## config.mk

```make
export PLATFORM = sky130hd
export DESIGN_NAME = cpu_dmem_flat
export DESIGN_NICKNAME = d
export VERILOG_FILES = /design/src/cpu_ifs.sv /design/src/cpu_dmem.sv /design/src/flat_wrapper.sv
export VERILOG_INCLUDE_DIRS = /design/src
export SDC_FILE = /design/constraint.sdc
export NUM_CORES = 2
export LEC_CHECK = 0
export BUFFER_PORTS_ARGS = -buffer_cell sky130_fd_sc_hd__buf_2
export CORE_ASPECT_RATIO = 2
export CORE_UTILIZATION = 55
export DETAILED_ROUTE_END_ITERATION = 10
export GPL_ROUTABILITY_DRIVEN = 1
export GPL_TIMING_DRIVEN = 0
export PLACE_DENSITY_LB_ADDON = 0.3
export SETUP_SLACK_MARGIN = 0.2
export SLEW_MARGIN = 10
export SYNTH_ARGS = -nofsm -noshare
export SYNTH_HDL_FRONTEND = slang
export SYNTH_SLANG_ARGS = --single-unit
export TNS_END_PERCENT = 5
```

## constraint.sdc

```tcl
create_clock -name clk -period 5.42 [get_ports clk]
set_input_delay 0.271 -clock clk [delete_from_list [all_inputs] [get_ports clk]]
set_output_delay 0.271 -clock clk [all_outputs]
set_load 0.02 [all_outputs]
```

## src/cpu_params.svh

```systemverilog
`ifndef CPU_PARAMS_SVH
`define CPU_PARAMS_SVH

// datapath and register file
`define XLEN        32
`define REG_COUNT   16

// memory depths in words
`define IMEM_WORDS  64   // also the boot word count
`define DMEM_WORDS  64

// byte address space seen by the core and the host
`define ADDR_W      16

// stores at or above this go out to the host
`define HOST_BASE   16'h9000

`endif

```

## src/cpu_ifs.sv

```systemverilog
`timescale 1ns/100ps
`default_nettype none
`include "cpu_params.svh"


// MEM stage access, rd_data comes back one cycle later
interface dmem_port_if;
    logic [`ADDR_W-1:0]  addr;
    logic [`XLEN-1:0]    wrt_data;
    logic                wrt_en;
    logic                rd_en;
    logic [`XLEN-1:0]    rd_data;
    logic                hold;       // freezes the whole pipeline

    modport master (output addr, wrt_data, wrt_en, rd_en, input rd_data, hold);
    modport slave  (input addr, wrt_data, wrt_en, rd_en, output rd_data, hold);
endinterface

`default_nettype wire

```

## src/cpu_dmem.sv

```systemverilog
`timescale 1ns/100ps
`default_nettype none
`include "cpu_params.svh"

module cpu_dmem (
    input  wire                 clk,
    input  wire                 rst_n,
    dmem_port_if.slave          dm,
    output logic                host_wr_valid,
    input  wire                 host_wr_ready,
    output logic [`ADDR_W-1:0]  host_wr_addr,
    output logic [`XLEN-1:0]    host_wr_data
);

    localparam int IDX_W = $clog2(`DMEM_WORDS);

    logic [`XLEN-1:0] ram [`DMEM_WORDS];
    logic [IDX_W-1:0] idx;
    logic             is_host;

    ////////////////////////////////////////////////////////////
    // address decode
    ////////////////////////////////////////////////////////////

    assign is_host = (dm.addr >= `HOST_BASE);
    assign idx     = dm.addr[IDX_W+1:2];   // word index

    ////////////////////////////////////////////////////////////
    // host write channel
    ////////////////////////////////////////////////////////////

    // store sits in MEM until the host takes it
    assign host_wr_valid = dm.wrt_en && is_host;
    assign host_wr_addr  = dm.addr;
    assign host_wr_data  = dm.wrt_data;
    assign dm.hold       = host_wr_valid && !host_wr_ready;

    ////////////////////////////////////////////////////////////
    // local RAM
    ////////////////////////////////////////////////////////////

    always_ff @(posedge clk) begin
        if (dm.wrt_en && !is_host) begin
            ram[idx] <= dm.wrt_data;
        end
    end

    always_ff @(posedge clk) begin
        if (dm.rd_en) begin
            dm.rd_data <= is_host ? '0 : ram[idx];   // host space reads zero
        end
    end

    // relies on the pipeline freezing MEM while held
    assert property (@(posedge clk) disable iff (!rst_n)
        host_wr_valid && !host_wr_ready |=>
            host_wr_valid && $stable(host_wr_addr) && $stable(host_wr_data))
        else $error("host write changed before ready");

endmodule

`default_nettype wire

```

## src/flat_wrapper.sv

```systemverilog
// flat-port wrapper written by rule: the top's interface ports become plain ports
module cpu_dmem_flat 
  (clk, rst_n, host_wr_valid, host_wr_ready, host_wr_addr, host_wr_data, dm_addr, dm_wrt_data, dm_wrt_en, dm_rd_en, dm_rd_data, dm_hold);
  dmem_port_if dm_i ();
  input  wire clk;
  input  wire rst_n;
  output logic host_wr_valid;
  input  wire host_wr_ready;
  output logic [`ADDR_W-1:0] host_wr_addr;
  output logic [`XLEN-1:0] host_wr_data;
  input wire logic [$bits(dm_i.addr)-1:0] dm_addr;
  input wire logic [$bits(dm_i.wrt_data)-1:0] dm_wrt_data;
  input wire logic [$bits(dm_i.wrt_en)-1:0] dm_wrt_en;
  input wire logic [$bits(dm_i.rd_en)-1:0] dm_rd_en;
  output wire logic [$bits(dm_i.rd_data)-1:0] dm_rd_data;
  output wire logic [$bits(dm_i.hold)-1:0] dm_hold;
  assign dm_i.addr = dm_addr;
  assign dm_i.wrt_data = dm_wrt_data;
  assign dm_i.wrt_en = dm_wrt_en;
  assign dm_i.rd_en = dm_rd_en;
  assign dm_rd_data = dm_i.rd_data;
  assign dm_hold = dm_i.hold;
  cpu_dmem u_core (.clk(clk), .rst_n(rst_n), .dm(dm_i), .host_wr_valid(host_wr_valid), .host_wr_ready(host_wr_ready), .host_wr_addr(host_wr_addr), .host_wr_data(host_wr_data));
endmodule
```

Word level (Yosys, flattened, before mapping)

Memories as Yosys holds them, arrays and structs flattened. A register that Yosys moved wholly into a read port is not among the register bits.
Cells that the tools add are included.

Bits in registers: 0
Latch bits: 0
RAM bits: 2048
ROM bits: 0
Output and inout port bits: 82
Word-level logic and storage cells: 9
Memories: 1

Memories:

| name       | depth | width | rd ports | clocked after memory_dff | wr ports | RTL line       | source |
|---|---|---|---|---|---|---|---|
| u_core.ram | 64    | 32    | 1        | 1                        | 1        | cpu_dmem.sv:17 | `` logic [`XLEN-1:0] ram [`DMEM_WORDS]; `` |

Add/sub/neg operators: 0
Multiply operators: 0
Div/mod/pow operators: 0
$lt $le $gt $ge: 1
Equality and inequality tests: 0
Shift-type cells: 0
Multiplexer cells: 2
Bitwise logic cells: 0
Reductions and logical operators: 5

Operators with widths:

| cell                                                       | count |
|---|---|
| 16-bit greater-or-equal comparator (second input constant) | 1 |
| 1-bit logical AND                                          | 3 |
| 1-bit logical NOT                                          | 2 |
| 1-bit 2-to-1 mux                                           | 2 |

Logic depth before layout (Yosys ltp)

Word-level depth: 5
Gate-level depth with buffers: 10
Mapped depth without buffers: 6

Worst setup path after synthesis

Ideal clock, no wire load.

Kind: input-to-reg
From: in dm_addr[4]
To: mem u_core.ram[51][0] (netlist bit) (enable)
Setup time: 0.421 ns
Arrival time: 2.884 ns
Required time: 4.999 ns
Setup slack: 2.115 ns
Stages on the path: 7
Path buffers: 3
Cells stage by stage: buf_2 -> inv_2 -> clkbuf_1 -> clkbuf_1 -> and3_1 -> nand2_1 -> nor2_1

Cells in the longest elaborated chain, start to end: 5

RTL lines:

| element                                      | RTL line           | source |
|---|---|---|
| from (decl)                                  | flat_wrapper.sv:11 | `input wire logic [$bits(dm_i.addr)-1:0] dm_addr;` |
| 16-bit greater-or-equal comparator (no line) | -                  |  |
| 1-bit logical NOT                            | cpu_dmem.sv:43     | `if (dm.wrt_en && !is_host) begin` |
| 1-bit logical AND                            | cpu_dmem.sv:43     |  |
| 1-bit 2-to-1 mux                             | cpu_dmem.sv:43     |  |
| 1-bit 2-to-1 mux (not written as such)       | cpu_dmem.sv:44     | `ram[idx] <= dm.wrt_data;` |
| to (decl)                                    | cpu_dmem.sv:17     |  |

Several ways; a longest one is shown, not always the timed one.

Final worst setup path

From: in dm_addr[3]
To: mem u_core.ram[14][0] (netlist bit) (enable)

Same word-level chain as after synthesis.

==> out/summary.txt <==
Status - finished, final reports clean
P_sw - 0.00710 W
Post-route setup slack - 1220 ps
Post-synth top area share - 0.785
Fin crit share - 0.775
Minimum clock period - 4200 ps
Share of cells above drive strength 1 - 0.146
Largest net degree at the start of global routing - 66
WL final - 244 mm
Maximum capacitance violations - 0
Layout area overhead - 13.6%
Leading area contributor after synthesis - edfxtp_1
Relative slew slack - 0.0204
Tot Pwr - 0.0319 W
Sequential area share after synthesis - 0.785
Detail Placement HPWL - 164 mm
DR vias/cell - 6.83
Number of synthesized register bits - 2080
WL/cell - 35.6 um
Slew at the pin closest to its max-slew limit - 1460 ps
Post-synth top flop - edfxtp_1
Vias in the first global route - 45600
Unique cell type count in the Yosys netlist - 51
Final setup violation count - 0
1st-pass router iterations - 8
Fillers - 9767
Worst Setup End Kind - flip-flop
Busiest layer in global routing - met2
Cells after synthesis - 4424
First DRT Iteration DRCs - 6612
Clock latency on the worst-skew pair - 850 ps
Overflow after GRT - 0
Placement Setup Slack - 615 ps
RSZ-0062 raised after global routing - no
Number of remaining DRC errors - 0
Root Buffer - clkbuf_16
Switching Share - 0.222
Height of the chip - 540 um
Setup tns final - 0 ps
DIE AREA - 146000 um2
All-layer global routing usage - 0.331
Internal power - 0.0249 W
CP peak stage delay - 1000 ps
Final hold viol count - 0
Hold Crit Class - input port to flip-flop
Required time worst endpoint - 5930 ps
H-Tree Level Count - 4
Die W - 271 um
Seq pwr share - 0.557
Nature of the critical path startpoint - input port
Initial Util - 0.554
Comb pwr share - 0.065
Initial antenna violation count - 10
CTS buffer count - 169
Met3 Use GR - 0.0618
Global-route wire length before repair - 336 mm
Grt met2 use - 0.563
Fmax - 0.238 GHz
IR drop worst, VDD - 259 uV
Core area - 144000 um2
Leakage - 29.3 nW
Clk buf depth - 4
Final Max Slew Viols - 0
Synthesis Warnings - 0
Top delay family on crit path - simple AND/OR/NAND/NOR gates
Syn_area_per_cell - 18.0 um2
Syn nets - 4477
Boundary Pins - 135
Routed via count - 46700
Final ANT Viol Nets - 0
Util after Layout - 0.629
CP Cell Sequence - buf_2, buf_6, nor2b_1, clkbuf_1, buf_1, nand3_1, nor2_4, buf_16
Clock share of power - 0.378
Top cells by area, synth - edfxtp_1 79%, mux2i_1 6.4%, a221oi_1 2.1%
CTS resizes - 0
PwrDens - 353 nW/um2
Worst-path clk slew - 70 ps
Crit path DAT - 4710 ps
Worst path bufs/invs - 5
Synthesized area - 79500 um2
RD Place Congestion - 1.03
CTS tree - built
FFs w/ async S/R, synth - 0
Site Rows - 197
Post-synth EDFFs - 2080
GR Util met1 - 0.350
Peak fanout along the critical path - 19
WS Path Type - input port to flip-flop
Crit path max-delay cell type - nor2_4
Fin Clk Skew - 38.0 ps
Port Buf Inserts - 125
CTS sink cnt - 2080
# nets final - 4874
[cell families (layout without fill, tap and decap cells)]
| logic type | Yosys count | after routing | synth area share |
|---|---|---|---|
| other cells | 0 | 3 | 0 |
| flops | 2080 | 2080 | 0.785 |
| compound gates | 1119 | 1119 | 0.102 |
| buf+inv | 373 | 895 | 0.0233 |
| simple gates | 274 | 274 | 0.0150 |
| mux | 578 | 578 | 0.0741 |
[path summary, 6_finish.rpt]
path / end / depth (start not counted) / startpoint / slack [ps]
setup / recovery: u_core.ram[14][0]$_DFFE_PP_ / 8 / dm_addr[3] / 1220
hold / removal: u_core.dm.rd_data[1]$_SDFFCE_PP0P_ / 1 / dm_rd_en / 7
setup reg to reg: u_core.dm.rd_data[22]$_SDFFCE_PP0P_ / 5 / u_core.ram[1][22]$_DFFE_PP_ / 2160
hold reg to reg: u_core.dm.rd_data[21]$_SDFFCE_PP0P_ / 3 / u_core.ram[42][21]$_DFFE_PP_ / 840
[synthesized netlist by cell type (2+ instances only)]
| cell type | count |
|---|---|
| buf_6 | 20 |
| a31oi_1 | 2 |
| mux2i_1 | 512 |
| nand3b_1 | 3 |
| mux2_2 | 43 |
| o22ai_1 | 224 |
| a311oi_1 | 63 |
| buf_2 | 92 |
| and2_1 | 5 |
| o2bb2ai_1 | 62 |
| clkbuf_1 | 170 |
| nand2_1 | 16 |
| buf_1 | 36 |
| a222oi_1 | 62 |
| and3_1 | 2 |
| buf_4 | 51 |
| o21ai_0 | 160 |
| nand3_1 | 3 |
| mux4_2 | 2 |
| a221o_1 | 62 |
| inv_1 | 3 |
| o31a_1 | 31 |
| mux2_1 | 21 |
| edfxtp_1 | 2080 |
| a221oi_1 | 191 |
| a22oi_1 | 33 |
| nor2b_1 | 3 |
| nor2_1 | 199 |
| a211oi_1 | 63 |
| nand4_1 | 30 |
| or2_2 | 2 |
| o31ai_1 | 31 |
| a21oi_1 | 128 |
| nor3_1 | 2 |
[placed cells by master, fill, tap and decap left out, types with 5 or more instances in the layout]
master	count
nor2_1	135
a222oi_1	62
clkbuf_1	197
o31ai_1	28
o21ai_1	13
buf_1	36
buf_2	189
clkbuf_16	173
a211oi_1	63
a22oi_1	33
edfxtp_1	2080
o2bb2ai_1	62
nand2_1	16
a221o_1	62
mux2i_1	512
clkinv_1	46
nand4_1	30
a221oi_1	191
o31a_1	31
buf_6	21
a311oi_1	62
dlygate4sd3_1	12
buf_12	51
bufinv_16	14
o21ai_0	147
clkinvlp_4	10
a21oi_1	128
o22ai_1	224
and2_1	5
mux2_2	43
buf_16	29
mux2_1	21
clkinv_2	20
nor2_4	65
buf_4	85
[area by class of cell]
cell class | instances | area [um2] | area share
sequential | 2080 | 62500 | 0.691
multi-input combinational | 1971 | 15700 | 0.174
clock buffer | 200 | 4430 | 0.0490
timing repair buffer | 226 | 2720 | 0.0300
tap | 1890 | 2360 | 0.0262
buffer | 369 | 1840 | 0.0204
clock inverter | 96 | 821 | 0.00908
inverter | 4 | 15.0 | 0.000166
antenna | 3 | 7.51 | 0.0000830
[through the flow]
stage          cell area (um2)  hold slack, ps  cells
2_1_floorplan            79500             370   4424
3_3_place_gp             82500             715   6439
3_5_place_dp             84900             576   6524
4_1_cts                  90300            4.62   6832
5_1_grt                  90400            30.0   6837
6_report                 90400            6.82   6839
[sequential cells by signal, indices dropped and copies added, names as in the netlist]
| signal | cells |
|---|---|
| u_core.dm.rd_data | 32 |
| u_core.ram | 2048 |
[routing by layer]
metal	wire, um	up-vias	part of all wire
li1	-	19100	-
met1	74100	23500	0.30
met2	122000	3208	0.50
met3	21400	862	0.088
met4	26500	4	0.11
met5	20	-	0.000082
[power groups by stage]
stage | combinational, W | clock [W] | sequential [W]
2_1_floorplan | 0.000916 | 0 | 0.0182
3_3_place_gp | 0.00187 | 0 | 0.0182
3_5_place_dp | 0.00197 | 0 | 0.0182
4_1_cts | 0.00199 | 0.0120 | 0.0178
5_1_grt | 0.00211 | 0.0126 | 0.0178
6_report | 0.00207 | 0.0121 | 0.0178
[repair_timing]
| item | in CTS | in global routing |
|---|---|---|
| endpoints found under the setup margin | 0 | 0 |
| setup buffers | 0 | 0 |
| hold buffers | 12 | 0 |
| endpoints found under the hold margin | 245 | 0 |
Power figures use the tool's default switching activity.
