$ cat src/cpu_params.svh
`ifndef CPU_PARAMS_SVH
`define CPU_PARAMS_SVH

// datapath and register file
`define XLEN        32
`define REG_COUNT   16

// memory depths in words
`define IMEM_WORDS  64   // also the boot word count
`define DMEM_WORDS  64

// byte address space seen by the core and the host
`define ADDR_W      16

// stores at or above this go out to the host
`define HOST_BASE   16'h9000

`endif

$ cat src/cpu_pkg.sv
`default_nettype none

package cpu_pkg;

    typedef enum logic [1:0] {
        BOOT_LOAD = 2'd0,   // taking words from the host
        BOOT_RUN  = 2'd1
    } boot_state_t;

    typedef enum logic [2:0] {
        ALU_ADD = 3'd0,
        ALU_SUB = 3'd1,
        ALU_AND = 3'd2,
        ALU_OR  = 3'd3,
        ALU_EQ  = 3'd4     // branch compare
    } alu_op_t;

endpackage

`default_nettype wire

$ cat src/cpu_ifs.sv
`timescale 1ns/100ps
`default_nettype none
`include "cpu_params.svh"

// boot loader to instruction memory, plus the run flag for fetch
interface imem_load_if;
    logic                wrt_en;
    logic [`ADDR_W-1:0]  wrt_addr;   // byte address
    logic [`XLEN-1:0]    wrt_data;
    logic                run;

    modport source (output wrt_en, wrt_addr, wrt_data, run);
    modport sink   (input wrt_en, wrt_addr, wrt_data);
    modport pipe   (input run);
endinterface


`default_nettype wire

$ cat src/cpu_boot.sv
`timescale 1ns/100ps
`default_nettype none
`include "cpu_params.svh"

module cpu_boot
    import cpu_pkg::*;
(
    input  wire                clk,
    input  wire                rst_n,
    input  wire                load_valid,
    input  wire [`XLEN-1:0]    load_data,
    output logic               load_ready,
    imem_load_if.source        ld
);

    localparam int IDX_W = $clog2(`IMEM_WORDS);
    localparam int AW    = `ADDR_W;

    boot_state_t      state;
    logic [IDX_W-1:0] wcnt;      // next word slot
    logic             accept;

    assign load_ready = (state == BOOT_LOAD);
    assign accept     = load_valid && load_ready;

    // every accepted word is written straight into imem
    assign ld.wrt_en   = accept;
    assign ld.wrt_addr = AW'({wcnt, 2'b00});
    assign ld.wrt_data = load_data;
    assign ld.run      = (state == BOOT_RUN);

    always_ff @(posedge clk or negedge rst_n) begin
        if (!rst_n) begin
            state <= BOOT_LOAD;
            wcnt  <= '0;
        end else if (accept) begin
            wcnt <= wcnt + 1'b1;
            if (wcnt == IDX_W'(`IMEM_WORDS - 1)) begin
                state <= BOOT_RUN;   // memory full
            end
        end
    end

    // run starts right after the last imem word is written
    assert property (@(posedge clk) disable iff (!rst_n)
        $rose(ld.run) |->
            $past(ld.wrt_en) && $past(ld.wrt_addr) == AW'((`IMEM_WORDS - 1) * 4))
        else $error("boot finished without writing the last imem word");

endmodule

`default_nettype wire

$ cat src/flat_wrapper.sv
// flat-port wrapper written by rule: the top's interface ports become plain ports
module cpu_boot_flat import cpu_pkg::*;
  (clk, rst_n, load_valid, load_data, load_ready, ld_wrt_en, ld_wrt_addr, ld_wrt_data, ld_run);
  imem_load_if ld_i ();
  input  wire clk;
  input  wire rst_n;
  input  wire load_valid;
  input  wire [`XLEN-1:0] load_data;
  output logic load_ready;
  output wire logic [$bits(ld_i.wrt_en)-1:0] ld_wrt_en;
  output wire logic [$bits(ld_i.wrt_addr)-1:0] ld_wrt_addr;
  output wire logic [$bits(ld_i.wrt_data)-1:0] ld_wrt_data;
  output wire logic [$bits(ld_i.run)-1:0] ld_run;
  assign ld_wrt_en = ld_i.wrt_en;
  assign ld_wrt_addr = ld_i.wrt_addr;
  assign ld_wrt_data = ld_i.wrt_data;
  assign ld_run = ld_i.run;
  cpu_boot u_core (.clk(clk), .rst_n(rst_n), .load_valid(load_valid), .load_data(load_data), .load_ready(load_ready), .ld(ld_i));
endmodule
$ cat config.mk
export PLATFORM = sky130hd
export DESIGN_NAME = cpu_boot_flat
export DESIGN_NICKNAME = d
export VERILOG_FILES = /design/src/cpu_pkg.sv /design/src/cpu_ifs.sv /design/src/cpu_boot.sv /design/src/flat_wrapper.sv
export VERILOG_INCLUDE_DIRS = /design/src
export SDC_FILE = /design/constraint.sdc
export NUM_CORES = 1
export LEC_CHECK = 0
export ABC_AREA = 1
export BUFFER_PORTS_ARGS = -buffer_cell sky130_fd_sc_hd__buf_2
export CORE_MARGIN = 4
export CORE_UTILIZATION = 28
export DETAILED_ROUTE_END_ITERATION = 8
export PLACE_DENSITY_LB_ADDON = 0.25
export SLEW_MARGIN = 20
export SYNTH_ARGS = -nofsm -noshare
export SYNTH_HDL_FRONTEND = slang
export SYNTH_SLANG_ARGS = --single-unit
$ cat constraint.sdc
create_clock -name clk -period 0.9 [get_ports clk]
set_input_delay 0 -clock clk [delete_from_list [all_inputs] [get_ports clk]]
set_output_delay 0 -clock clk [all_outputs]
set_load 0.005 [all_outputs]
Word level (Yosys, flattened, before mapping)
Cells that the tools add are included.
Storage, ports and cells
  register bits: 7
  input port bits: 35
  output and inout bits: 51
Operators by class
  add/subtract/negate cells: 1
  equal/unequal tests: 1
  reductions and logical operators: 3
Operators by type and width (number)
  6-bit by 1-bit adder with 6-bit output (second input constant): 1
  6-bit equality test (second input constant): 1
  2-bit zero test: 1
  2-bit AND reduction: 1
  1-bit logical AND: 1

Logic depth before layout (Yosys ltp)
Gate-level depths: netlist (run 1).
  word-level depth: 3
  gate-level depth with buffers: 7
  mapped depth without buffers: 7

Worst setup path after synthesis (run 1)
Ideal clock, no wire load.
  kind: reg2reg
  from: register u_core.state[0]
  to: register u_core.wcnt[5]
  setup time: 0.113 ns
  arrival time: 0.856 ns
  required time: 0.787 ns
  slack: -0.069 ns
  stages on the path, launching flop included: 7
  buffers on the path: 0
  period minus slack after synthesis: 0.969 ns
  cells stage by stage: dfrtp_1 -> inv_2 -> nand2_1 -> nor2_1 -> nand3_1 -> nand2_1 -> inv_1
On the way
  word-level cells in the longest chain between the ends: 2
Ends and longest elaborated chain
  from (decl): line cpu_boot.sv:19  | boot_state_t state;
  from (signal assigned): line cpu_boot.sv:34  | state <= BOOT_LOAD;
  from (signal assigned): line cpu_boot.sv:39  | state <= BOOT_RUN;
  2-bit zero test: line cpu_boot.sv:23  | assign load_ready = (state == BOOT_LOAD);
  via load_ready: line flat_wrapper.sv:9  | output logic load_ready;
  1-bit logical AND: line cpu_boot.sv:24  | assign accept = load_valid && load_ready;
  to (signal assigned): line cpu_boot.sv:37  | wcnt <= wcnt + 1'b1;
  to (decl): line cpu_boot.sv:20  | logic [IDX_W-1:0] wcnt;
The timed path passes the listed nets, and every way through them passes these cells.
A chain may end at the register's enable or synchronous reset.

Worst setup path in the final report (run 1)
  from: register u_core.state[0]
  to: output port ld_wrt_en
On the way
  word-level cells in the longest chain between the ends: 2
Ends and longest elaborated chain
  2-bit zero test: line cpu_boot.sv:23
  1-bit logical AND: line cpu_boot.sv:24
  to (decl): line flat_wrapper.sv:10  | output wire logic [$bits(ld_i.wrt_en)-1:0] ld_wrt_en;
No other way between the ends.

==> insert_results.sql, run 1 <==
INSERT INTO impl_metrics (metric_group, metric, value, unit) VALUES
('power_and_ir_drop', 'power.internal', '0.491', 'mW'),
('status', 'outcome', 'finished with violations', ''),
('placement', 'portBuffers', '11', ''),
('critical_path', 'worst_path_required', '900', 'ps'),
('power_and_ir_drop', 'pwr-share-clk', '45.5', '%'),
('routing', 'firstDrtPassIters', '2', ''),
('power_and_ir_drop', 'power.share.sequential', '50.1', '%'),
('power_and_ir_drop', 'ir_drop', '0.325', 'mV'),
('cells_and_area', 'commonest_non_fill_non_tap_cells_in_the_layout', 'sky130_fd_sc_hd__nand2_1, sky130_fd_sc_hd__conb_1, sky130_fd_sc_hd__buf_6', ''),
('critical_path', 'crit_fanout', '3', ''),
('worst_hold_path', 'hold_end', 'ld_wrt_data[28]', ''),
('floorplanning', 'io_pins', '86', ''),
('status', 'violations', 'setup timing', ''),
('worst_hold_path', 'hold_start', 'load_data[28]', ''),
('grt', 'first_global_vias', '418', ''),
('floorplanning', 'chipWidth', '57.0', 'um'),
('cells_and_area', 'n_antenna_cell', '0', ''),
('critical_path', 'start_kind', 'flop', ''),
('synth', 'netlist_top_cells_area', 'sky130_fd_sc_hd__buf_4, sky130_fd_sc_hd__dfrtp_1, sky130_fd_sc_hd__nand2_1', ''),
('cts', 'cts-htree-levels', '1', ''),
('routing', 'routed_via_density', '3.84', ''),
('timing', 'finalWorstPathRequiredPeriod', '1000', 'ps'),
('cells_and_area', 'layout-area-overhead-vs-synth', '-3.35', '%'),
('power_and_ir_drop', 'power.switching_fraction', '22.0', '%'),
('synth', 'post-synth-top-area-cell', 'sky130_fd_sc_hd__buf_4', ''),
('timing', 'post-route-period-util', '111', '%'),
('cells_and_area', 'final_instance_count_without_filler_cells', '107', ''),
('cts', 'clock_path_buffers', '2', ''),
('critical_path', 'r2r_end', 'u_core.wcnt[4]', ''),
('cells_and_area', 'drive_gt1_share', '40.5', '%'),
('routing', 'wl', '1160', 'um'),
('timing', 'finalSetupViolations', '8', ''),
('power_and_ir_drop', 'power.net_switching', '0.138', 'mW'),
('critical_path', 'ff_to_ff_path_depth', '4', ''),
('run', 'max_cap_violations', '0', ''),
('synth', 'syn-mean-instance-area', '7.64', 'sq um'),
('power_and_ir_drop', 'comb_power_share', '4.4', '%'),
('synth', 'syn_inst', '88', ''),
('floorplanning', 'initial_core_util', '29.8', '%'),
('placement', 'gpl.final_weighted_congestion', '0.665', ''),
('grt', 'antenna_found_initial', '0', ''),
('critical_path', 'endpoint_kind', 'output port', ''),
('timing', 'final_critical_path_setup_slack', '-103', 'ps'),
('cells_and_area', 'layout.nets', '116', ''),
('timing', 'fmax', '0.997', 'GHz'),
('placement', 'place.detailed.instances', '98', ''),
('timing', 'slew_viol_final', '0', ''),
('synth', 'ys_types', '15', ''),
('placement', 'hpwl', '884', 'um'),
('synth', 'mappedNetlistArea', '672', 'sq um'),
('placement', 'dpl_worst_slack', '-89.5', 'ps'),
('timing', 'hold_violations', '0', ''),
('cts', 'clk_transition_reported_paths', '50', 'ps'),
('grt', 'globalRouteTotalUtil', '7.22', '%'),
('worst_hold_path', 'hold_path_stages', '0', ''),
('cts', 'cts.root.buffer_cell', 'sky130_fd_sc_hd__clkbuf_4', ''),
('timing', 'rsz_0062_raised_after_global_routing', 'yes', ''),
('critical_path', 'critPathKind', 'flop to output port', ''),
('cts', 'clk_latency', '250', 'ps'),
('routing', 'detail_route.iter0.violations', '1', ''),
('floorplanning', 'num_rows', '17', ''),
('grt', 'grt_start_max_net_pins', '8', ''),
('power_and_ir_drop', 'powerDensity', '968', 'nW/um^2'),
('synth', 'yosys_warnings', '0', ''),
('synth', 'synth_seq_cells', '7', ''),
('power_and_ir_drop', 'power.leakage', '0.342', 'nW'),
('floorplanning', 'fp.dieH', '57.0', 'um'),
('worst_hold_path', 'hold_path.class', 'primary input to output port', ''),
('cts', 'clkSinkCount', '7', ''),
('synth', 'synth-seq-area-share', '26.1', '%'),
('cts', 'tritoncts', 'yes', '');
stage by stage:
stage	util (%)	area (sq um)	power [mW]	setup TNS, ps	hold slack (ps)
final	28.8	649	0.629	-473	0.00225
after global routing	28.8	649	0.671	-1010	0.00796
after CTS	27.5	619	0.642	-657	0.0346
after detailed placement	23.1	520	0.343	-229	-152
after global placement	23.1	520	0.344	-148	-150
after floorplan	-	716	0.479	-69.8	-296
Yosys cell counts:
cell	count
sky130_fd_sc_hd__ha_1	1
sky130_fd_sc_hd__nand2_1	18
sky130_fd_sc_hd__nand3_1	2
sky130_fd_sc_hd__xnor2_1	1
sky130_fd_sc_hd__xor2_1	1
sky130_fd_sc_hd__buf_4	42
sky130_fd_sc_hd__nand2_2	1
sky130_fd_sc_hd__nor2_4	1
sky130_fd_sc_hd__inv_1	8
sky130_fd_sc_hd__nor2_1	2
sky130_fd_sc_hd__dfrtp_1	7
sky130_fd_sc_hd__nor2_2	1
sky130_fd_sc_hd__inv_2	1
sky130_fd_sc_hd__o21ai_1	1
sky130_fd_sc_hd__conb_1	1
cells by family after synthesis:
| kind of cell | share of synthesized area (%) |
|---|---|
| AO/OA/AOI/OAI | 0.744 |
| buffers and inverters | 52.0 |
| flip-flops | 26.1 |
| adder cells (fa/ha/maj) | 1.86 |
| XOR/XNOR | 2.61 |
| AND/OR/NAND/NOR | 16.2 |
| other | 0.558 |
critical path, cell delays in order, from the launching register on:
cell                      delay [ps]
sky130_fd_sc_hd__dfrtp_1         420
sky130_fd_sc_hd__nor2_4          140
sky130_fd_sc_hd__buf_6           120
sky130_fd_sc_hd__buf_6            80
layout make-up:
cell class                      instances  area, sq um
Fill cell                             265         1610
Multi-Input combinational cell         39          214
Sequential cell                         7          175
Timing Repair Buffer                   20          165
Tap cell                               28         35.0
Inverter                                9         33.8
Clock buffer                            4         26.3
layer usage:
metal  track usage [%]  vias to the layer above  part of all wire [%]
met5                 0                        -                     0
met2              10.6                       20                    44
met1              7.16                      187                    38
met3              3.85                       14                    15
li1                  -                      190                     -
met4              6.95                        0                   3.6
worst max path at each step:
stage	from	cells after the start	to	slack [ps]
2_1_floorplan	u_core.state[0]	6	u_core.wcnt[5]	-50
3_3_place_gp	u_core.state[0]	4	u_core.wcnt[4]	-50
3_5_place_dp	u_core.state[0]	4	u_core.wcnt[4]	-90
4_1_cts	u_core.state[0]	3	ld_wrt_en	-150
5_1_grt	u_core.state[0]	3	ld_wrt_en	-170
6_report	u_core.state[0]	3	ld_wrt_en	-100
flip-flops by register name (all words and copies together) (netlist names):
register,cells
u_core.wcnt,6
u_core.state,1
power groups by stage:
stage	combinational [mW]	sequential, mW	clock, mW
2_1_floorplan	0.158	0.321	0
3_3_place_gp	0.0232	0.320	0
6_report	0.0280	0.315	0.286
5_1_grt	0.0325	0.315	0.324
3_5_place_dp	0.0230	0.320	0
4_1_cts	0.0271	0.315	0.301
repair_timing:
action,CTS,global route
pin swaps,4,2
setup buffers,3,1
resized for setup,8,6
setup endpoints to repair,8,9
hold buffers,1,0
endpoints found under the hold margin,7,0
(Power assumes the default switching activity.)
==> run 2, diff against run 1 <==
--- a/config.mk
+++ b/config.mk
@@ -11,8 +11,9 @@
 export CORE_MARGIN = 4
 export CORE_UTILIZATION = 28
 export DETAILED_ROUTE_END_ITERATION = 8
+export HOLD_SLACK_MARGIN = 0.02
 export PLACE_DENSITY_LB_ADDON = 0.25
-export SLEW_MARGIN = 20
+export RECOVER_POWER = 50
 export SYNTH_ARGS = -nofsm -noshare
 export SYNTH_HDL_FRONTEND = slang
 export SYNTH_SLANG_ARGS = --single-unit
==> run 2 against run 1 <==
- the run still ends with setup timing left
- largest cell class is now buffers
- clock skew about the same
- first-iteration DRC count decreased by 100%
- highest routed layer is now met3
- critical path depth unchanged
- final cell count increased by 31%
- critical path type unchanged
==> insert_results.sql, run 2 (synthesis gave the netlist of run 1 again) <==
INSERT INTO impl_metrics (metric_group, metric, value, unit) VALUES
('cells_and_area', 'largest_register_ff_count', '6', ''),
('power_and_ir_drop', 'powerDensity', '775', 'nW/um^2'),
('floorplanning', 'chipWidth', '57.0', 'um'),
('critical_path', 'worstPathArrival', '1020', 'ps'),
('grt', 'antenna_found_initial', '0', ''),
('cells_and_area', 'commonest_non_fill_non_tap_cells_in_the_layout', 'sky130_fd_sc_hd__dlygate4sd3_1, sky130_fd_sc_hd__nand2_1, sky130_fd_sc_hd__conb_1', ''),
('timing', 'final_critical_path_setup_slack', '-122', 'ps'),
('routing', 'wl', '1590', 'um'),
('placement', 'dpl_worst_slack', '-89.5', 'ps'),
('cells_and_area', 'multi_input_comb_area', '218', 'sq um'),
('grt', 'first_global_vias', '525', ''),
('floorplanning', 'floorplan.die_area', '3250', 'sq um'),
('timing', 'worst_case_clock_skew', '0.983', 'ps'),
('timing', 'post-route-period-util', '114', '%'),
('cells_and_area', 'final_common_cell', 'sky130_fd_sc_hd__dlygate4sd3_1', ''),
('power_and_ir_drop', 'power.share.sequential', '41.5', '%'),
('cells_and_area', 'layout.nets', '149', ''),
('power_and_ir_drop', 'pwr-share-clk', '38.0', '%'),
('timing', 'fmax', '0.979', 'GHz'),
('power_and_ir_drop', 'power.internal', '0.584', 'mW'),
('grt', 'grt_start_max_net_pins', '8', ''),
('floorplanning', 'fp.dieH', '57.0', 'um'),
('power_and_ir_drop', 'totalPowerFinal', '0.759', 'mW'),
('timing', 'hold_violations', '0', ''),
('power_and_ir_drop', 'power.switching_fraction', '23.1', '%'),
('power_and_ir_drop', 'power.net_switching', '0.175', 'mW'),
('placement', 'post_dp_cell_area', '520', 'sq um'),
('timing', 'finalWorstPathRequiredPeriod', '1020', 'ps'),
('cells_and_area', 'drive_gt1_share', '28.6', '%'),
('status', 'outcome', 'finished with violations', ''),
('power_and_ir_drop', 'power.leakage', '0.480', 'nW'),
('grt', 'grt_overflow_total', '0', ''),
('timing', 'setup_tns', '-553', 'ps'),
('placement', 'gpl.final_weighted_congestion', '0.665', ''),
('status', 'violations', 'setup timing', ''),
('floorplanning', 'io_pins', '86', ''),
('routing', 'detail_route.iter0.violations', '0', ''),
('cells_and_area', 'layout-area-overhead-vs-synth', '45.8', '%'),
('cells_and_area', 'n_antenna_cell', '0', ''),
('grt', 'globalRouteTotalUtil', '8.95', '%'),
('worst_hold_path', 'hold_path_stages', '3', ''),
('placement', 'hpwl', '884', 'um'),
('critical_path', 'worst_path_required', '900', 'ps'),
('power_and_ir_drop', 'ir_drop', '0.355', 'mV'),
('critical_path', 'crit_fanout', '3', ''),
('worst_hold_path', 'hold_path.class', 'primary input to flop', ''),
('routing', 'route.detailed.drc', '0', ''),
('routing', 'drt_wl_cell', '11.3', 'um'),
('routing', 'vias', '559', ''),
('floorplanning', 'num_rows', '17', ''),
('placement', 'portBuffers', '11', ''),
('timing', 'finalSetupViolations', '8', ''),
('floorplanning', 'initial_core_util', '29.8', '%'),
('critical_path', 'ff_to_ff_path_depth', '4', ''),
('cts', 'clkSinkCount', '7', ''),
('critical_path', 'endpoint_kind', 'output port', ''),
('cells_and_area', 'final_area', '980', 'sq um'),
('grt', 'grt_pass1_wl', '2280', 'um'),
('critical_path', 'critPathKind', 'flop to output port', ''),
('run', 'max_cap_violations', '0', ''),
('routing', 'number_of_nets_with_antenna_violations_after_routing', '0', ''),
('cts', 'clk_latency', '250', 'ps'),
('cells_and_area', 'reg_top3', 'u_core.wcnt (6), u_core.state (1)', ''),
('cts', 'tritoncts', 'yes', ''),
('timing', 'rsz_0062_raised_after_global_routing', 'yes', ''),
('placement', 'place.detailed.instances', '98', ''),
('routing', 'routed_via_density', '3.99', ''),
('routing', 'firstDrtPassIters', '1', ''),
('cells_and_area', 'nFillCells', '233', ''),
('cts', 'clk_transition_reported_paths', '60', 'ps'),
('floorplanning', 'core-area', '2250', 'sq um'),
('power_and_ir_drop', 'comb_power_share', '20.5', '%'),
('critical_path', 'start_kind', 'flop', ''),
('cts', 'clock_path_buffers', '2', ''),
('cts', 'cts.root.buffer_cell', 'sky130_fd_sc_hd__clkbuf_4', ''),
('cts', 'cts-htree-levels', '1', ''),
('cts', 'numCtsBuffers', '3', ''),
('cells_and_area', 'seq_area', '175', 'sq um'),
('cells_and_area', 'top_register', 'u_core.wcnt', ''),
('timing', 'slew_viol_final', '0', ''),
('cells_and_area', 'final_instance_count_without_filler_cells', '140', '');
==> run 2: final timing paths <==
check                           slack, ps       startpoint              end
worst max-delay path                 -120  u_core.state[0]        ld_wrt_en
worst min-delay path                   60       load_valid   u_core.wcnt[0]
worst max register to register        -90   u_core.wcnt[1]   u_core.wcnt[4]
worst min register to register        550   u_core.wcnt[1]   u_core.wcnt[1]
max in group asynchronous             410            rst_n   u_core.wcnt[3]
min in group asynchronous             190            rst_n  u_core.state[0]
==> run 2: repair_timing <==
action,in CTS,in global routing
buffers inserted,3,2
hold endpoints to repair,39,0
resized for setup,8,6
pin swaps,4,3
hold buffers,33,0
setup endpoints to repair,8,9
==> run 2: cell type report <==
type | count | area share [%]
flip-flops and latches | 7 | 17.9
clock buffers | 4 | 2.68
multi-input cells | 39 | 22.2
well taps | 28 | 3.58
repair buffers | 53 | 50.2
inverters | 9 | 3.45
==> run 2: per-stage QoR <==
stage | util, % | hold slack [ps]
2_1_floorplan | - | -296
3_3_place_gp | 23.1 | -150
3_5_place_dp | 23.1 | -152
4_1_cts | 41.7 | 66.9
5_1_grt | 43.5 | 57.2
6_report | 43.5 | 57.0
==> run 2: power by group through the flow <==
stage	Combinational, mW	Sequential (mW)	Clock (mW)
global placement	0.0232	0.320	0
finish	0.155	0.315	0.289
CTS	0.156	0.315	0.301
floorplan	0.158	0.321	0
global route	0.169	0.315	0.324
detailed placement	0.0230	0.320	0
==> run 2: layer usage <==
metal | global-route usage, % | vias up | part of all wire (%)
li1 | - | 257 | -
met1 | 9.64 | 248 | 32
met2 | 16.0 | 54 | 52
met3 | 3.39 | 0 | 16
met4 | 2.98 | 0 | 0
met5 | 0 | - | 0
==> run 2: critical path, cell delays in order, from the launching register on <==
cell and delay, ps:
sky130_fd_sc_hd__dfrtp_1 420, sky130_fd_sc_hd__nor2_4 140, sky130_fd_sc_hd__buf_6 120, sky130_fd_sc_hd__buf_6 90
