`config.mk`:
```
export PLATFORM = sky130hd
export DESIGN_NAME = cpu_pipeline_flat
export DESIGN_NICKNAME = d
export VERILOG_FILES = /design/src/cpu_pkg.sv /design/src/isa_pkg.sv /design/src/cpu_ifs.sv /design/src/cpu_alu.sv /design/src/cpu_hazard.sv /design/src/cpu_pipeline.sv /design/src/flat_wrapper.sv
export VERILOG_INCLUDE_DIRS = /design/src
export SDC_FILE = /design/constraint.sdc
export NUM_CORES = 2
export LEC_CHECK = 0
export BUFFER_PORTS_ARGS = -buffer_cell sky130_fd_sc_hd__buf_2
export CORE_MARGIN = 2
export CORE_UTILIZATION = 50
export CTS_CLUSTER_SIZE = 30
export DETAILED_ROUTE_END_ITERATION = 12
export PLACE_DENSITY = 0.8
export SETUP_SLACK_MARGIN = 0.15
export SLEW_MARGIN = 20
export SYNTH_ARGS = -nofsm -noshare
export SYNTH_HDL_FRONTEND = slang
export SYNTH_SLANG_ARGS = --single-unit
```
`constraint.sdc`:
```
create_clock -name clk -period 7.8 [get_ports clk]
set_clock_uncertainty 0.15 [all_clocks]
set_input_delay 1.56 -clock clk [delete_from_list [all_inputs] [get_ports clk]]
set_output_delay 1.56 -clock clk [all_outputs]
set_load 0.02 [all_outputs]
```
`src/cpu_params.svh`:
```
`ifndef CPU_PARAMS_SVH
`define CPU_PARAMS_SVH

// datapath and register file
`define XLEN        32
`define REG_COUNT   16

// memory depths in words
`define IMEM_WORDS  64   // also the boot word count
`define DMEM_WORDS  64

// byte address space seen by the core and the host
`define ADDR_W      16

// stores at or above this go out to the host
`define HOST_BASE   16'h9000

`endif

```
`src/cpu_pkg.sv`:
```
`default_nettype none

package cpu_pkg;

    typedef enum logic [1:0] {
        BOOT_LOAD = 2'd0,   // taking words from the host
        BOOT_RUN  = 2'd1
    } boot_state_t;

    typedef enum logic [2:0] {
        ALU_ADD = 3'd0,
        ALU_SUB = 3'd1,
        ALU_AND = 3'd2,
        ALU_OR  = 3'd3,
        ALU_EQ  = 3'd4     // branch compare
    } alu_op_t;

endpackage

`default_nettype wire

```
`src/isa_pkg.sv`:
```
`default_nettype none

package isa_pkg;

    // NOP must stay at zero, bubbles are all-zero words
    typedef enum logic [7:0] {
        OP_NOP  = 8'h00,
        OP_ADD  = 8'h10,
        OP_SUB  = 8'h11,
        OP_AND  = 8'h12,
        OP_OR   = 8'h13,
        OP_ADDI = 8'h18,
        OP_BEQ  = 8'h31,
        OP_LW   = 8'h80,
        OP_SW   = 8'h87,
        OP_HALT = 8'hff
    } opcode_t;

    typedef struct packed {
        opcode_t     op;
        logic [3:0]  rd;
        logic [3:0]  rs;
        logic [3:0]  rt;
        logic [11:0] unused;
    } r_view_t;

    typedef struct packed {
        opcode_t     op;
        logic [3:0]  rd;
        logic [3:0]  rs;
        logic [15:0] imm;    // sign extended by decode
    } i_view_t;

    typedef union packed {
        r_view_t r;
        i_view_t i;
    } instr_u;

endpackage

`default_nettype wire

```
`src/cpu_ifs.sv`:
```
`timescale 1ns/100ps
`default_nettype none
`include "cpu_params.svh"

// boot loader to instruction memory, plus the run flag for fetch
interface imem_load_if;
    logic                wrt_en;
    logic [`ADDR_W-1:0]  wrt_addr;   // byte address
    logic [`XLEN-1:0]    wrt_data;
    logic                run;

    modport source (output wrt_en, wrt_addr, wrt_data, run);
    modport sink   (input wrt_en, wrt_addr, wrt_data);
    modport pipe   (input run);
endinterface

// MEM stage access, rd_data comes back one cycle later
interface dmem_port_if;
    logic [`ADDR_W-1:0]  addr;
    logic [`XLEN-1:0]    wrt_data;
    logic                wrt_en;
    logic                rd_en;
    logic [`XLEN-1:0]    rd_data;
    logic                hold;       // freezes the whole pipeline

    modport master (output addr, wrt_data, wrt_en, rd_en, input rd_data, hold);
    modport slave  (input addr, wrt_data, wrt_en, rd_en, output rd_data, hold);
endinterface

`default_nettype wire

```
`src/cpu_alu.sv`:
```
`timescale 1ns/100ps
`default_nettype none
`include "cpu_params.svh"

module cpu_alu
    import cpu_pkg::*;
(
    input  wire alu_op_t        op,
    input  wire [`XLEN-1:0]     a,
    input  wire [`XLEN-1:0]     b,
    output logic [`XLEN-1:0]    result,
    output logic                equal
);

    assign equal = (a == b);   // BEQ decision

    always_comb begin
        case (op)
            ALU_ADD: result = a + b;
            ALU_SUB: result = a - b;
            ALU_AND: result = a & b;
            ALU_OR:  result = a | b;
            ALU_EQ:  result = {{(`XLEN-1){1'b0}}, equal};
            default: result = a + b;
        endcase
    end

endmodule

`default_nettype wire

```
`src/cpu_hazard.sv`:
```
`timescale 1ns/100ps
`default_nettype none
`include "cpu_params.svh"

module cpu_hazard
    import isa_pkg::*;
(
    input  wire instr_u  dec_instr,
    input  wire [3:0]    ex_rd,
    input  wire [3:0]    mem_rd,
    input  wire [3:0]    wb_rd,
    input  wire          ex_wen,
    input  wire          mem_wen,
    input  wire          wb_wen,
    input  wire          branch_busy,
    output logic         stall
);

    localparam int NR = `REG_COUNT;

    logic [NR-1:0] busy;       // registers with a write still in flight
    logic          use_rs, use_rt, use_rd;
    logic          raw;

    assign busy = ((ex_wen  ? NR'(1) << ex_rd  : '0) |
                   (mem_wen ? NR'(1) << mem_rd : '0) |
                   (wb_wen  ? NR'(1) << wb_rd  : '0)) & ~NR'(1);   // r0 never waits

    always_comb begin
        use_rs = 1'b0;
        use_rt = 1'b0;
        use_rd = 1'b0;
        case (dec_instr.r.op)
            OP_ADD, OP_SUB, OP_AND, OP_OR: begin
                use_rs = 1'b1;
                use_rt = 1'b1;
            end
            OP_ADDI, OP_LW: use_rs = 1'b1;
            OP_SW, OP_BEQ: begin
                use_rs = 1'b1;
                use_rd = 1'b1;   // store data / compare operand
            end
            default: ;
        endcase
    end

    assign raw = (use_rs && busy[dec_instr.i.rs]) ||
                 (use_rt && busy[dec_instr.r.rt]) ||
                 (use_rd && busy[dec_instr.i.rd]);

    assign stall = raw || branch_busy;

endmodule

`default_nettype wire

```
`src/cpu_pipeline.sv`:
```
`timescale 1ns/100ps
`default_nettype none
`include "cpu_params.svh"

module cpu_pipeline
    import isa_pkg::*;
    import cpu_pkg::*;
(
    input  wire                clk,
    input  wire                rst_n,
    imem_load_if.pipe          ld,
    output logic [`ADDR_W-1:0] imem_addr,
    input  wire instr_u        imem_instr,
    dmem_port_if.master        dm,
    output logic               halted
);

    localparam int AW = `ADDR_W;
    localparam int XW = `XLEN;

    logic [AW-1:0] fetch_pc, id_pc, ex_pc, br_target;
    logic          id_valid, fetch_stop;
    instr_u        id_instr, ex_instr, mem_instr, wb_instr;
    logic [XW-1:0] rf [`REG_COUNT];
    logic [XW-1:0] rs_val, rt_val, rd_val, imm_ext, id_b;
    logic [XW-1:0] ex_a, ex_b, ex_d, alu_res;
    logic [XW-1:0] mem_res, mem_d, wb_res, wb_data;
    logic          alu_eq, take_branch, branch_busy, stall, advance;
    logic          ex_wen, mem_wen, wb_wen;
    alu_op_t       alu_op;

    function automatic logic writes_rd(input instr_u ins);
        logic wr;
        case (ins.r.op)
            OP_ADD, OP_SUB, OP_AND, OP_OR, OP_ADDI, OP_LW: wr = 1'b1;
            default: wr = 1'b0;
        endcase
        return wr && (ins.r.rd != 4'd0);
    endfunction

    assign advance = ld.run && !dm.hold;
    assign ex_wen  = writes_rd(ex_instr);
    assign mem_wen = writes_rd(mem_instr);
    assign wb_wen  = writes_rd(wb_instr);

    ////////////////////////////////////////////////////////////
    // fetch
    ////////////////////////////////////////////////////////////

    // re-read the ID word while frozen, since imem output is not held
    always_comb begin
        if (take_branch) imem_addr = br_target;
        else if (stall || dm.hold) imem_addr = id_pc;
        else imem_addr = fetch_pc;
    end

    always_ff @(posedge clk or negedge rst_n) begin
        if (!rst_n) begin
            fetch_pc   <= '0;
            id_pc      <= '0;
            id_valid   <= 1'b0;
            fetch_stop <= 1'b0;
        end else if (advance) begin
            if (take_branch) begin
                id_pc    <= br_target;   // wrong-path word in ID is dropped
                id_valid <= 1'b1;
                fetch_pc <= br_target + AW'(4);
            end else if (!stall) begin
                if (fetch_stop || id_instr.r.op == OP_HALT) begin
                    fetch_stop <= 1'b1;
                    id_valid   <= 1'b0;
                end else begin
                    id_pc    <= fetch_pc;
                    id_valid <= 1'b1;
                    fetch_pc <= fetch_pc + AW'(4);
                end
            end
        end
    end

    ////////////////////////////////////////////////////////////
    // decode and register read
    ////////////////////////////////////////////////////////////

    assign id_instr = id_valid ? imem_instr : '0;
    assign imm_ext  = {{(XW-16){id_instr.i.imm[15]}}, id_instr.i.imm};

    always_comb begin
        rs_val = (id_instr.i.rs == 4'd0) ? '0 : rf[id_instr.i.rs];
        rt_val = (id_instr.r.rt == 4'd0) ? '0 : rf[id_instr.r.rt];
        rd_val = (id_instr.i.rd == 4'd0) ? '0 : rf[id_instr.i.rd];
        case (id_instr.r.op)
            OP_ADDI, OP_LW, OP_SW: id_b = imm_ext;
            OP_BEQ:                id_b = rd_val;   // compared against rs
            default:               id_b = rt_val;
        endcase
    end

    cpu_hazard u_haz (
        .dec_instr   (id_instr),
        .ex_rd       (ex_instr.r.rd),
        .mem_rd      (mem_instr.r.rd),
        .wb_rd       (wb_instr.r.rd),
        .ex_wen      (ex_wen),
        .mem_wen     (mem_wen),
        .wb_wen      (wb_wen),
        .branch_busy (branch_busy),
        .stall       (stall)
    );

    ////////////////////////////////////////////////////////////
    // stage registers
    ////////////////////////////////////////////////////////////

    always_ff @(posedge clk or negedge rst_n) begin
        if (!rst_n) begin
            ex_instr  <= '0;
            mem_instr <= '0;
            wb_instr  <= '0;
        end else if (advance) begin
            ex_instr  <= stall ? '0 : id_instr;   // bubble on stall
            mem_instr <= ex_instr;
            wb_instr  <= mem_instr;
        end
    end

    always_ff @(posedge clk) begin
        if (advance && !stall) begin
            ex_a  <= rs_val;
            ex_b  <= id_b;
            ex_d  <= rd_val;
            ex_pc <= id_pc;
        end
        if (advance) begin
            mem_res <= alu_res;
            mem_d   <= ex_d;
            wb_res  <= mem_res;
        end
    end

    // a stalled instruction is read again from imem and never leaks into EX
    assert property (@(posedge clk) disable iff (!rst_n)
        stall && advance && !take_branch |=>
            ex_instr.r.op == OP_NOP && id_instr == $past(id_instr))
        else $error("stalled instruction lost or leaked into EX");

    ////////////////////////////////////////////////////////////
    // execute
    ////////////////////////////////////////////////////////////

    always_comb begin
        case (ex_instr.r.op)
            OP_SUB:  alu_op = ALU_SUB;
            OP_AND:  alu_op = ALU_AND;
            OP_OR:   alu_op = ALU_OR;
            OP_BEQ:  alu_op = ALU_EQ;
            default: alu_op = ALU_ADD;   // add, addi, address calc
        endcase
    end

    cpu_alu u_alu (
        .op     (alu_op),
        .a      (ex_a),
        .b      (ex_b),
        .result (alu_res),
        .equal  (alu_eq)
    );

    assign branch_busy = (ex_instr.r.op == OP_BEQ);
    assign take_branch = branch_busy && alu_eq;
    assign br_target   = ex_pc + AW'(4) + {ex_instr.i.imm[AW-3:0], 2'b00};

    ////////////////////////////////////////////////////////////
    // memory and writeback
    ////////////////////////////////////////////////////////////

    assign dm.addr     = mem_res[AW-1:0];
    assign dm.wrt_data = mem_d;
    assign dm.wrt_en   = (mem_instr.r.op == OP_SW);
    assign dm.rd_en    = (mem_instr.r.op == OP_LW);

    assign wb_data = (wb_instr.r.op == OP_LW) ? dm.rd_data : wb_res;

    always_ff @(posedge clk or negedge rst_n) begin
        if (!rst_n) begin
            for (int i = 0; i < `REG_COUNT; i++) begin
                rf[i] <= '0;
            end
        end else if (wb_wen) begin
            rf[wb_instr.r.rd] <= wb_data;
        end
    end

    // earlier host writes are already done once HALT is in WB
    always_ff @(posedge clk or negedge rst_n) begin
        if (!rst_n) halted <= 1'b0;
        else if (wb_instr.r.op == OP_HALT) halted <= 1'b1;
    end

endmodule

`default_nettype wire

```
`src/flat_wrapper.sv`:
```
// flat-port wrapper written by rule: the top's interface ports become plain ports
module cpu_pipeline_flat import isa_pkg::*; import cpu_pkg::*;
  (clk, rst_n, imem_addr, imem_instr, halted, ld_run, dm_addr, dm_wrt_data, dm_wrt_en, dm_rd_en, dm_rd_data, dm_hold);
  imem_load_if ld_i ();
  dmem_port_if dm_i ();
  input  wire clk;
  input  wire rst_n;
  output logic [`ADDR_W-1:0] imem_addr;
  input  wire instr_u imem_instr;
  output logic halted;
  input wire logic [$bits(ld_i.run)-1:0] ld_run;
  output wire logic [$bits(dm_i.addr)-1:0] dm_addr;
  output wire logic [$bits(dm_i.wrt_data)-1:0] dm_wrt_data;
  output wire logic [$bits(dm_i.wrt_en)-1:0] dm_wrt_en;
  output wire logic [$bits(dm_i.rd_en)-1:0] dm_rd_en;
  input wire logic [$bits(dm_i.rd_data)-1:0] dm_rd_data;
  input wire logic [$bits(dm_i.hold)-1:0] dm_hold;
  assign ld_i.run = ld_run;
  assign dm_addr = dm_i.addr;
  assign dm_wrt_data = dm_i.wrt_data;
  assign dm_wrt_en = dm_i.wrt_en;
  assign dm_rd_en = dm_i.rd_en;
  assign dm_i.rd_data = dm_rd_data;
  assign dm_i.hold = dm_hold;
  cpu_pipeline u_core (.clk(clk), .rst_n(rst_n), .ld(ld_i), .imem_addr(imem_addr), .imem_instr(imem_instr), .dm(dm_i), .halted(halted));
endmodule
```
==> Word-level counts from Yosys, hierarchy flattened <==
Cells that the tools add are included.
{ "op_classes": {"add_sub_neg": 6, "n_lt_le_gt_ge": 8, "eq_ne": 37, "shifts": 3, "n_mux": 46, "bitwise_logic": 10, "n_reduce_logical": 33} }
{ "ops": {"columns": ["operator", "count"], "rows": [
  ["$bwmux 512", 1],
  ["$bmux 32 s4", 3],
  ["$mux 32", 12],
  ["$mux 16", 11],
  ["$eq 8x5->1 const B", 20],
  ["$demux 32 s4", 1],
  ["$pmux 32 s4", 1],
  ["$eq 8x8->1 const B", 8],
  ["$pmux 32 s2", 1],
  ["$add 16x3->16 const B", 3],
  ["$shl 1x4->16 const A", 3],
  ["$add 32x32->32", 1],
  ["$and 32x32->32", 1],
  ["$eq 32x32->1", 1],
  ["$or 16x16->16", 2],
  ["$or 32x32->32", 1],
  ["$sub 32x32->32", 1],
  ["$ge 5x5->1 const B", 4],
  ["$not 4->5", 4],
  ["$reduce_or 6->1", 3],
  ["$add 16x16->16", 1],
  ["$eq 8x6->1 const B", 2],
  ["$lt 4x5->1 const B", 3],
  ["$bmux 1 s4", 3],
  ["other kinds (20)", 52]
]} }
{ "totals": {"reg_bits": 851, "input_bits": 68, "output_inout_bits": 67, "elab_cells": 174} }

==> Logic depth before layout (Yosys ltp) <==
{ "logic_depth": {"word_depth": 16, "mapped_depth": 19, "depth_no_buf": 17} }

==> Cells and area by module <==
From an unflattened synthesis, not the netlist that was laid out.
{ "unflattened": {"cells_unflattened": 5318, "hier_area_um2": 49528.8} }
{ "by_module_without_submodules": {"columns": ["mod", "instances", "cells_each", "area_each_um2", "seq_area_each_um2"], "rows": [
  ["cpu_pipeline", 1, 4409, 43495.5, 21185.3],
  ["cpu_alu", 1, 784, 5128.7, 0.0],
  ["cpu_hazard", 1, 125, 904.6, 0.0]
]} }

==> Least setup slack after synthesis <==
Ideal clock, no wire load.
{ "synth_path": {"path_type": "in2reg", "from": "input port imem_instr[20] in the netlist's numbering", "to": "register u_core.ex_a[0] (enable)", "setup_time_ns": 0.588, "arrival_ns": 8.179, "required_time_ns": 7.062, "setup_slack_ns": -1.116, "stages": 10, "path_buffers": 2, "path_cell_list": "clkbuf_1 -> inv_1 -> nor2_1 -> nand3_1 -> or4b_2 -> nand4_1 -> o32a_4 -> nand3_1 -> buf_2 -> nor2_1"} }
{ "synth_between": {"elab_chain_cells": 8} }
{ "synth_rtl": {"columns": ["element", "line", "rtl"], "rows": [
  ["start: declaration", "flat_wrapper.sv:9", "input wire instr_u imem_instr;"],
  ["$mux 32", "cpu_pipeline.sv:85", "assign id_instr = id_valid ? imem_instr : '0;"],
  ["$bmux 1 s4", "cpu_hazard.sv:49", "(use_rd && busy[dec_instr.i.rd]);"],
  ["$mux 1 (implied by the code)", "cpu_hazard.sv:49", null],
  ["$logic_and 1x1->1", "cpu_hazard.sv:49", null],
  ["$logic_or 1x1->1", "cpu_hazard.sv:48", "(use_rt && busy[dec_instr.r.rt]) ||"],
  ["$logic_or 1x1->1", "cpu_hazard.sv:51", "assign stall = raw || branch_busy;"],
  ["$logic_not 1->1", null, null],
  ["$logic_and 1x1->1", "cpu_pipeline.sv:128", "if (advance && !stall) begin"],
  ["end signal: assignment", "cpu_pipeline.sv:129", "ex_a <= rs_val;"],
  ["end: declaration", "cpu_pipeline.sv:26", "logic [XW-1:0] ex_a, ex_b, ex_d, alu_res;"]
]} }
No other way between the ends. The select of a mux whose other input is x is not followed.
A chain may end at the register's enable or synchronous reset.

==> Final worst setup path <==
{ "layout_path": {"from": "register u_core.wb_instr[31] in the netlist's numbering", "to": "output port imem_addr[4]"} }
{ "layout_between": {"elab_chain_cells": 15, "elab_cells_between_ends": 26, "classes_between": "6 x eq/ne; 10 x mux; 1 x bitwise; 9 x reduce/logical"} }
{ "layout_rtl": {"columns": ["element", "line", "rtl"], "rows": [
  ["start: declaration", "cpu_pipeline.sv:23", "instr_u id_instr, ex_instr, mem_instr, wb_instr;"],
  ["start signal: assignment", "cpu_pipeline.sv:123", "wb_instr <= mem_instr;"],
  ["$eq 8x5->1 or $eq 8x8->1 (tied branches)", "cpu_pipeline.sv:34", "case (ins.r.op)"],
  ["$reduce_or 6->1 (*)", "cpu_pipeline.sv:34", null],
  ["$mux 1 (*)", "cpu_pipeline.sv:34", null],
  ["$logic_and 1x1->1 (*)", "cpu_pipeline.sv:38", "return wr && (ins.r.rd != 4'd0);"],
  ["$mux 16 (*)", "cpu_hazard.sv:27", "(wb_wen ? NR'(1) << wb_rd : '0)) & ~NR'(1);"],
  ["$or 16x16->16 (*)", "cpu_hazard.sv:26", "(mem_wen ? NR'(1) << mem_rd : '0) |"],
  ["$bmux 1 s4 (on tied branches)", "cpu_hazard.sv:47, cpu_hazard.sv:48", null],
  ["$mux 1 (on tied branches)", "cpu_hazard.sv:47, cpu_hazard.sv:48", null],
  ["$logic_and 1x1->1 (on tied branches)", "cpu_hazard.sv:47, cpu_hazard.sv:48", null],
  ["$logic_or 1x1->1", "cpu_hazard.sv:47", "assign raw = (use_rs && busy[dec_instr.i.rs]) ||"],
  ["$logic_or 1x1->1 (*)", "cpu_hazard.sv:48", null],
  ["$logic_or 1x1->1 (*)", "cpu_hazard.sv:51", null],
  ["$logic_or 1x1->1 (*)", "cpu_pipeline.sv:53", "else if (stall || dm.hold) imem_addr = id_pc;"],
  ["$mux 16 (*)", "cpu_pipeline.sv:53", null],
  ["$mux 16 (*)", "cpu_pipeline.sv:52", "if (take_branch) imem_addr = br_target;"],
  ["end: declaration", "flat_wrapper.sv:8", "output logic [`ADDR_W-1:0] imem_addr;"]
]} }
Every way passes the cells marked *; elsewhere a longest branch is shown, timed or not. The select of a mux whose other input is x is not followed.

==> impl_metrics.csv <==
group,metric,value,unit
die,fp.dieW,314,um
clock_network,post_cts.repair.setup_buffers,0,
global_routing,grtUsageTotal,0.339,
pwr,power.total,0.0141,W
routing,drc,0,
die,die_y,314,um
min_path,hp-class,"flop to flop",
worst_setup_path,path_class,"flop to primary output",
place,dp_slack,1.04,ns
cells_and_area,drive_gt1_frac,0.125,
cells_and_area,layout.nets,5172,
worst_setup_path,crit_path_start_kind,"flop",
outcome,status,"complete, no violations",
routing,ant_nets,0,
timing,clock.fmax,0.147,GHz
job,max-cap-violations,0,
global_routing,grt_max_degree,177,
yosys,synth-seq-cells,805,
global_routing,grt_pass1_vias,41300,
yosys,synth_common_cells,"nand2_1, dfrtp_1, o21ai_0, a21oi_1, clkbuf_1",
worst_setup_path,cp.required,6.09,ns
timing,fin_crit_sh,0.871,
yosys,syn-num-nets,5341,
clock_network,root_buffer,"clkbuf_16",
clock_network,cts_tree,"built",
routing,vias,44000,
yosys,synthFlopType,"dfrtp_1",
clock_network,insertion_delay,0.68,ns
yosys,synth_cell_types,92,
pwr,switchingPower,0.00502,W
place,gp_congestion,0.979,
routing,viasPerCell,6.95,
timing,finalHoldViolations,0,
yosys,synth_edf_count,208,
place,port_buffers,134,
clock_network,cts_buffers,84,
timing,setup_viol_count_final,0,
clock_network,clkTransAtPathRegs,0.07,ns
yosys,seq_area_frac_synth,0.441,
timing,setup_ws,1.01,ns
die,initial_core_util,0.505,
timing,layout_min_cycle_time,6.79,ns
worst_setup_path,rr_startpoint,"u_core.ex_b[23]",
worst_setup_path,crit_start,"u_core.wb_instr[31]",
timing,relSlewSlack,0.168,
worst_setup_path,path_max_fanout,65,
yosys,avgSynthCellArea,9.33,um^2
cells_and_area,area_growth,9.19,%
worst_setup_path,cp.arrival,5.08,ns
die,coreArea,0.0952,mm^2
pwr,pwr-share-seq,0.433,
clock_network,htreeDepth,3,
yosys,synth_top_cell_by_area,"dfrtp_1",
routing,wl_per_cell,27.1,um
yosys,netlist.area_leader.share,0.311,
clock_network,cts_resized,0,
timing,setup_tns,0,ns
yosys,yosysMostFrequentCell,"nand2_1",
clock_network,cts.sinks,805,
pwr,power.share.clock,0.296,
yosys,async_flop_share,0.742,
global_routing,grt_pass1_wl,255,mm
worst_setup_path,critPathCaptureType,"primary output",
timing,slew_viol_final,0,
pwr,power.leakage,22.0,nW
pwr,p_sw_frac,0.356,
pwr,powerDensity,269,mW/mm^2
yosys,synth_area_leaders,"dfrtp_1, edfxtp_1, mux2i_1, o21ai_0, nand2_1",
global_routing,overflow,0,
routing,drt_pass1_iterations,10,
yosys,netlist_area,0.0480,mm^2
timing,rsz0062_at_grt,"false",
pwr,irDropWorstVdd,0.195,mV
yosys,ys_warn_count,0,
clock_network,cts_max_path_buffers,3,
clock_network,holdBufCountCts,0,
die,std_cell_rows,113,
pwr,combPwrFrac,0.271,
yosys,postSynthCellCount,5149,
pwr,internal_power,0.00909,W
cells_and_area,nFillCells,8084,
min_path,min-delay-start,"u_core.rf[490]",
routing,drt-initial-drc-count,6965,
timing,worst_pin_slew,1.24,ns
global_routing,antenna_found_initial,15,
die,die-area,0.0986,mm^2
routing,wirelength,172,mm
place,hpwl,107,mm
die,pin_count,135,
[layout by cell type (no fill, tap or decap), types with 28 or more instances in the layout]
master | netlist | layout
nand2_1 | 693 | 685
dfrtp_1 | 597 | 596
o21ai_0 | 564 | 562
a21oi_1 | 444 | 443
nor2_1 | 344 | 336
mux2i_1 | 329 | 320
edfxtp_1 | 208 | 208
a221oi_1 | 128 | 128
buf_2 | 5 | 126
o211ai_1 | 122 | 122
ha_1 | 121 | 121
buf_4 | 17 | 115
inv_1 | 109 | 106
clkbuf_16 | 0 | 87
o22ai_1 | 81 | 81
o221ai_1 | 80 | 80
mux2_2 | 69 | 69
a211oi_1 | 64 | 63
nor3_1 | 63 | 62
mux4_2 | 61 | 61
nand3_1 | 53 | 53
nor2b_1 | 49 | 48
a211o_1 | 36 | 36
a221o_1 | 28 | 28
[worst paths after layout]
path                       slack [ns]  cells past startpoint                   to
max                              1.01                     13         imem_addr[4]
min                              0.25                      0       u_core.rf[490]
max reg2reg                      2.50                     17  u_core.fetch_pc[14]
min reg2reg                      0.25                      0       u_core.rf[490]
max in group asynchronous        5.14                      2       u_core.rf[409]
min in group asynchronous        0.76                      1   u_core.fetch_pc[6]
[layout make-up]
| type | instances | area, um^2 | area share |
|---|---|---|---|
| Clock inverter | 49 | 497 | 0.00947 |
| Timing Repair Buffer | 250 | 1650 | 0.0315 |
| Sequential cell | 805 | 21200 | 0.404 |
| Inverter | 111 | 423 | 0.00806 |
| Multi-Input combinational cell | 3728 | 24700 | 0.471 |
| Tap cell | 1265 | 1580 | 0.0302 |
| Antenna cell | 11 | 27.5 | 0.000525 |
| Clock buffer | 107 | 2360 | 0.0450 |
[logic make-up after synthesis]
group / share of synthesized area
buf+inv: 0.0501
flops: 0.441
xor+xnor: 0.00547
simple gates: 0.120
fa+ha+maj: 0.0328
compound gates: 0.232
mux: 0.119
[metrics by stage]
step	util	hold slack (ns)	area, um^2	std cells
floorplan	-	0.250	48000	5149
global placement	0.520	0.235	49500	6159
detailed placement	0.520	0.238	49500	6159
CTS	0.550	0.252	52400	6315
global route	0.551	0.265	52400	6321
finish	0.551	0.254	52500	6326
[power groups by stage]
stage | sequential [W] | combinational, W | clock (W)
floorplan | 0.00583 | 0.00266 | 0
global placement | 0.00606 | 0.00356 | 0
detailed placement | 0.00611 | 0.00366 | 0
CTS | 0.00604 | 0.00369 | 0.00419
global route | 0.00618 | 0.00413 | 0.00435
finish | 0.00611 | 0.00383 | 0.00418
[metal layers]
layer  global-route usage  vias up  routed length [um]
li1                     -    18600                   -
met1                0.446    20800               63100
met2                0.495     3605               72700
met3                0.101      885               24500
met4                0.199       10               11300
met5              0.00193        -                  80
[state kept, by name, summed over array words and instances (netlist names), 26 cells and up]
register            count
u_core.mem_res         32
u_core.ex_b            32
u_core.wb_res          32
u_core.ex_instr        26
u_core.dm.wrt_data     32
u_core.ex_d            32
u_core.ex_a            32
u_core.rf             512
[worst max-delay path, cell delays in order (launching register included)]
cell	delay [ns]
dfrtp_1	0.44
nor4b_1	0.47
a31oi_2	0.25
or4_2	0.74
buf_4	0.40
nand3b_1	0.26
mux2i_1	0.12
a21oi_1	0.19
a21oi_1	0.09
o32a_4	0.45
nand4b_4	0.34
mux2_2	0.38
o21ai_0	0.07
buf_2	0.18
No activity file was read; power rests on OpenSTA's default activity.
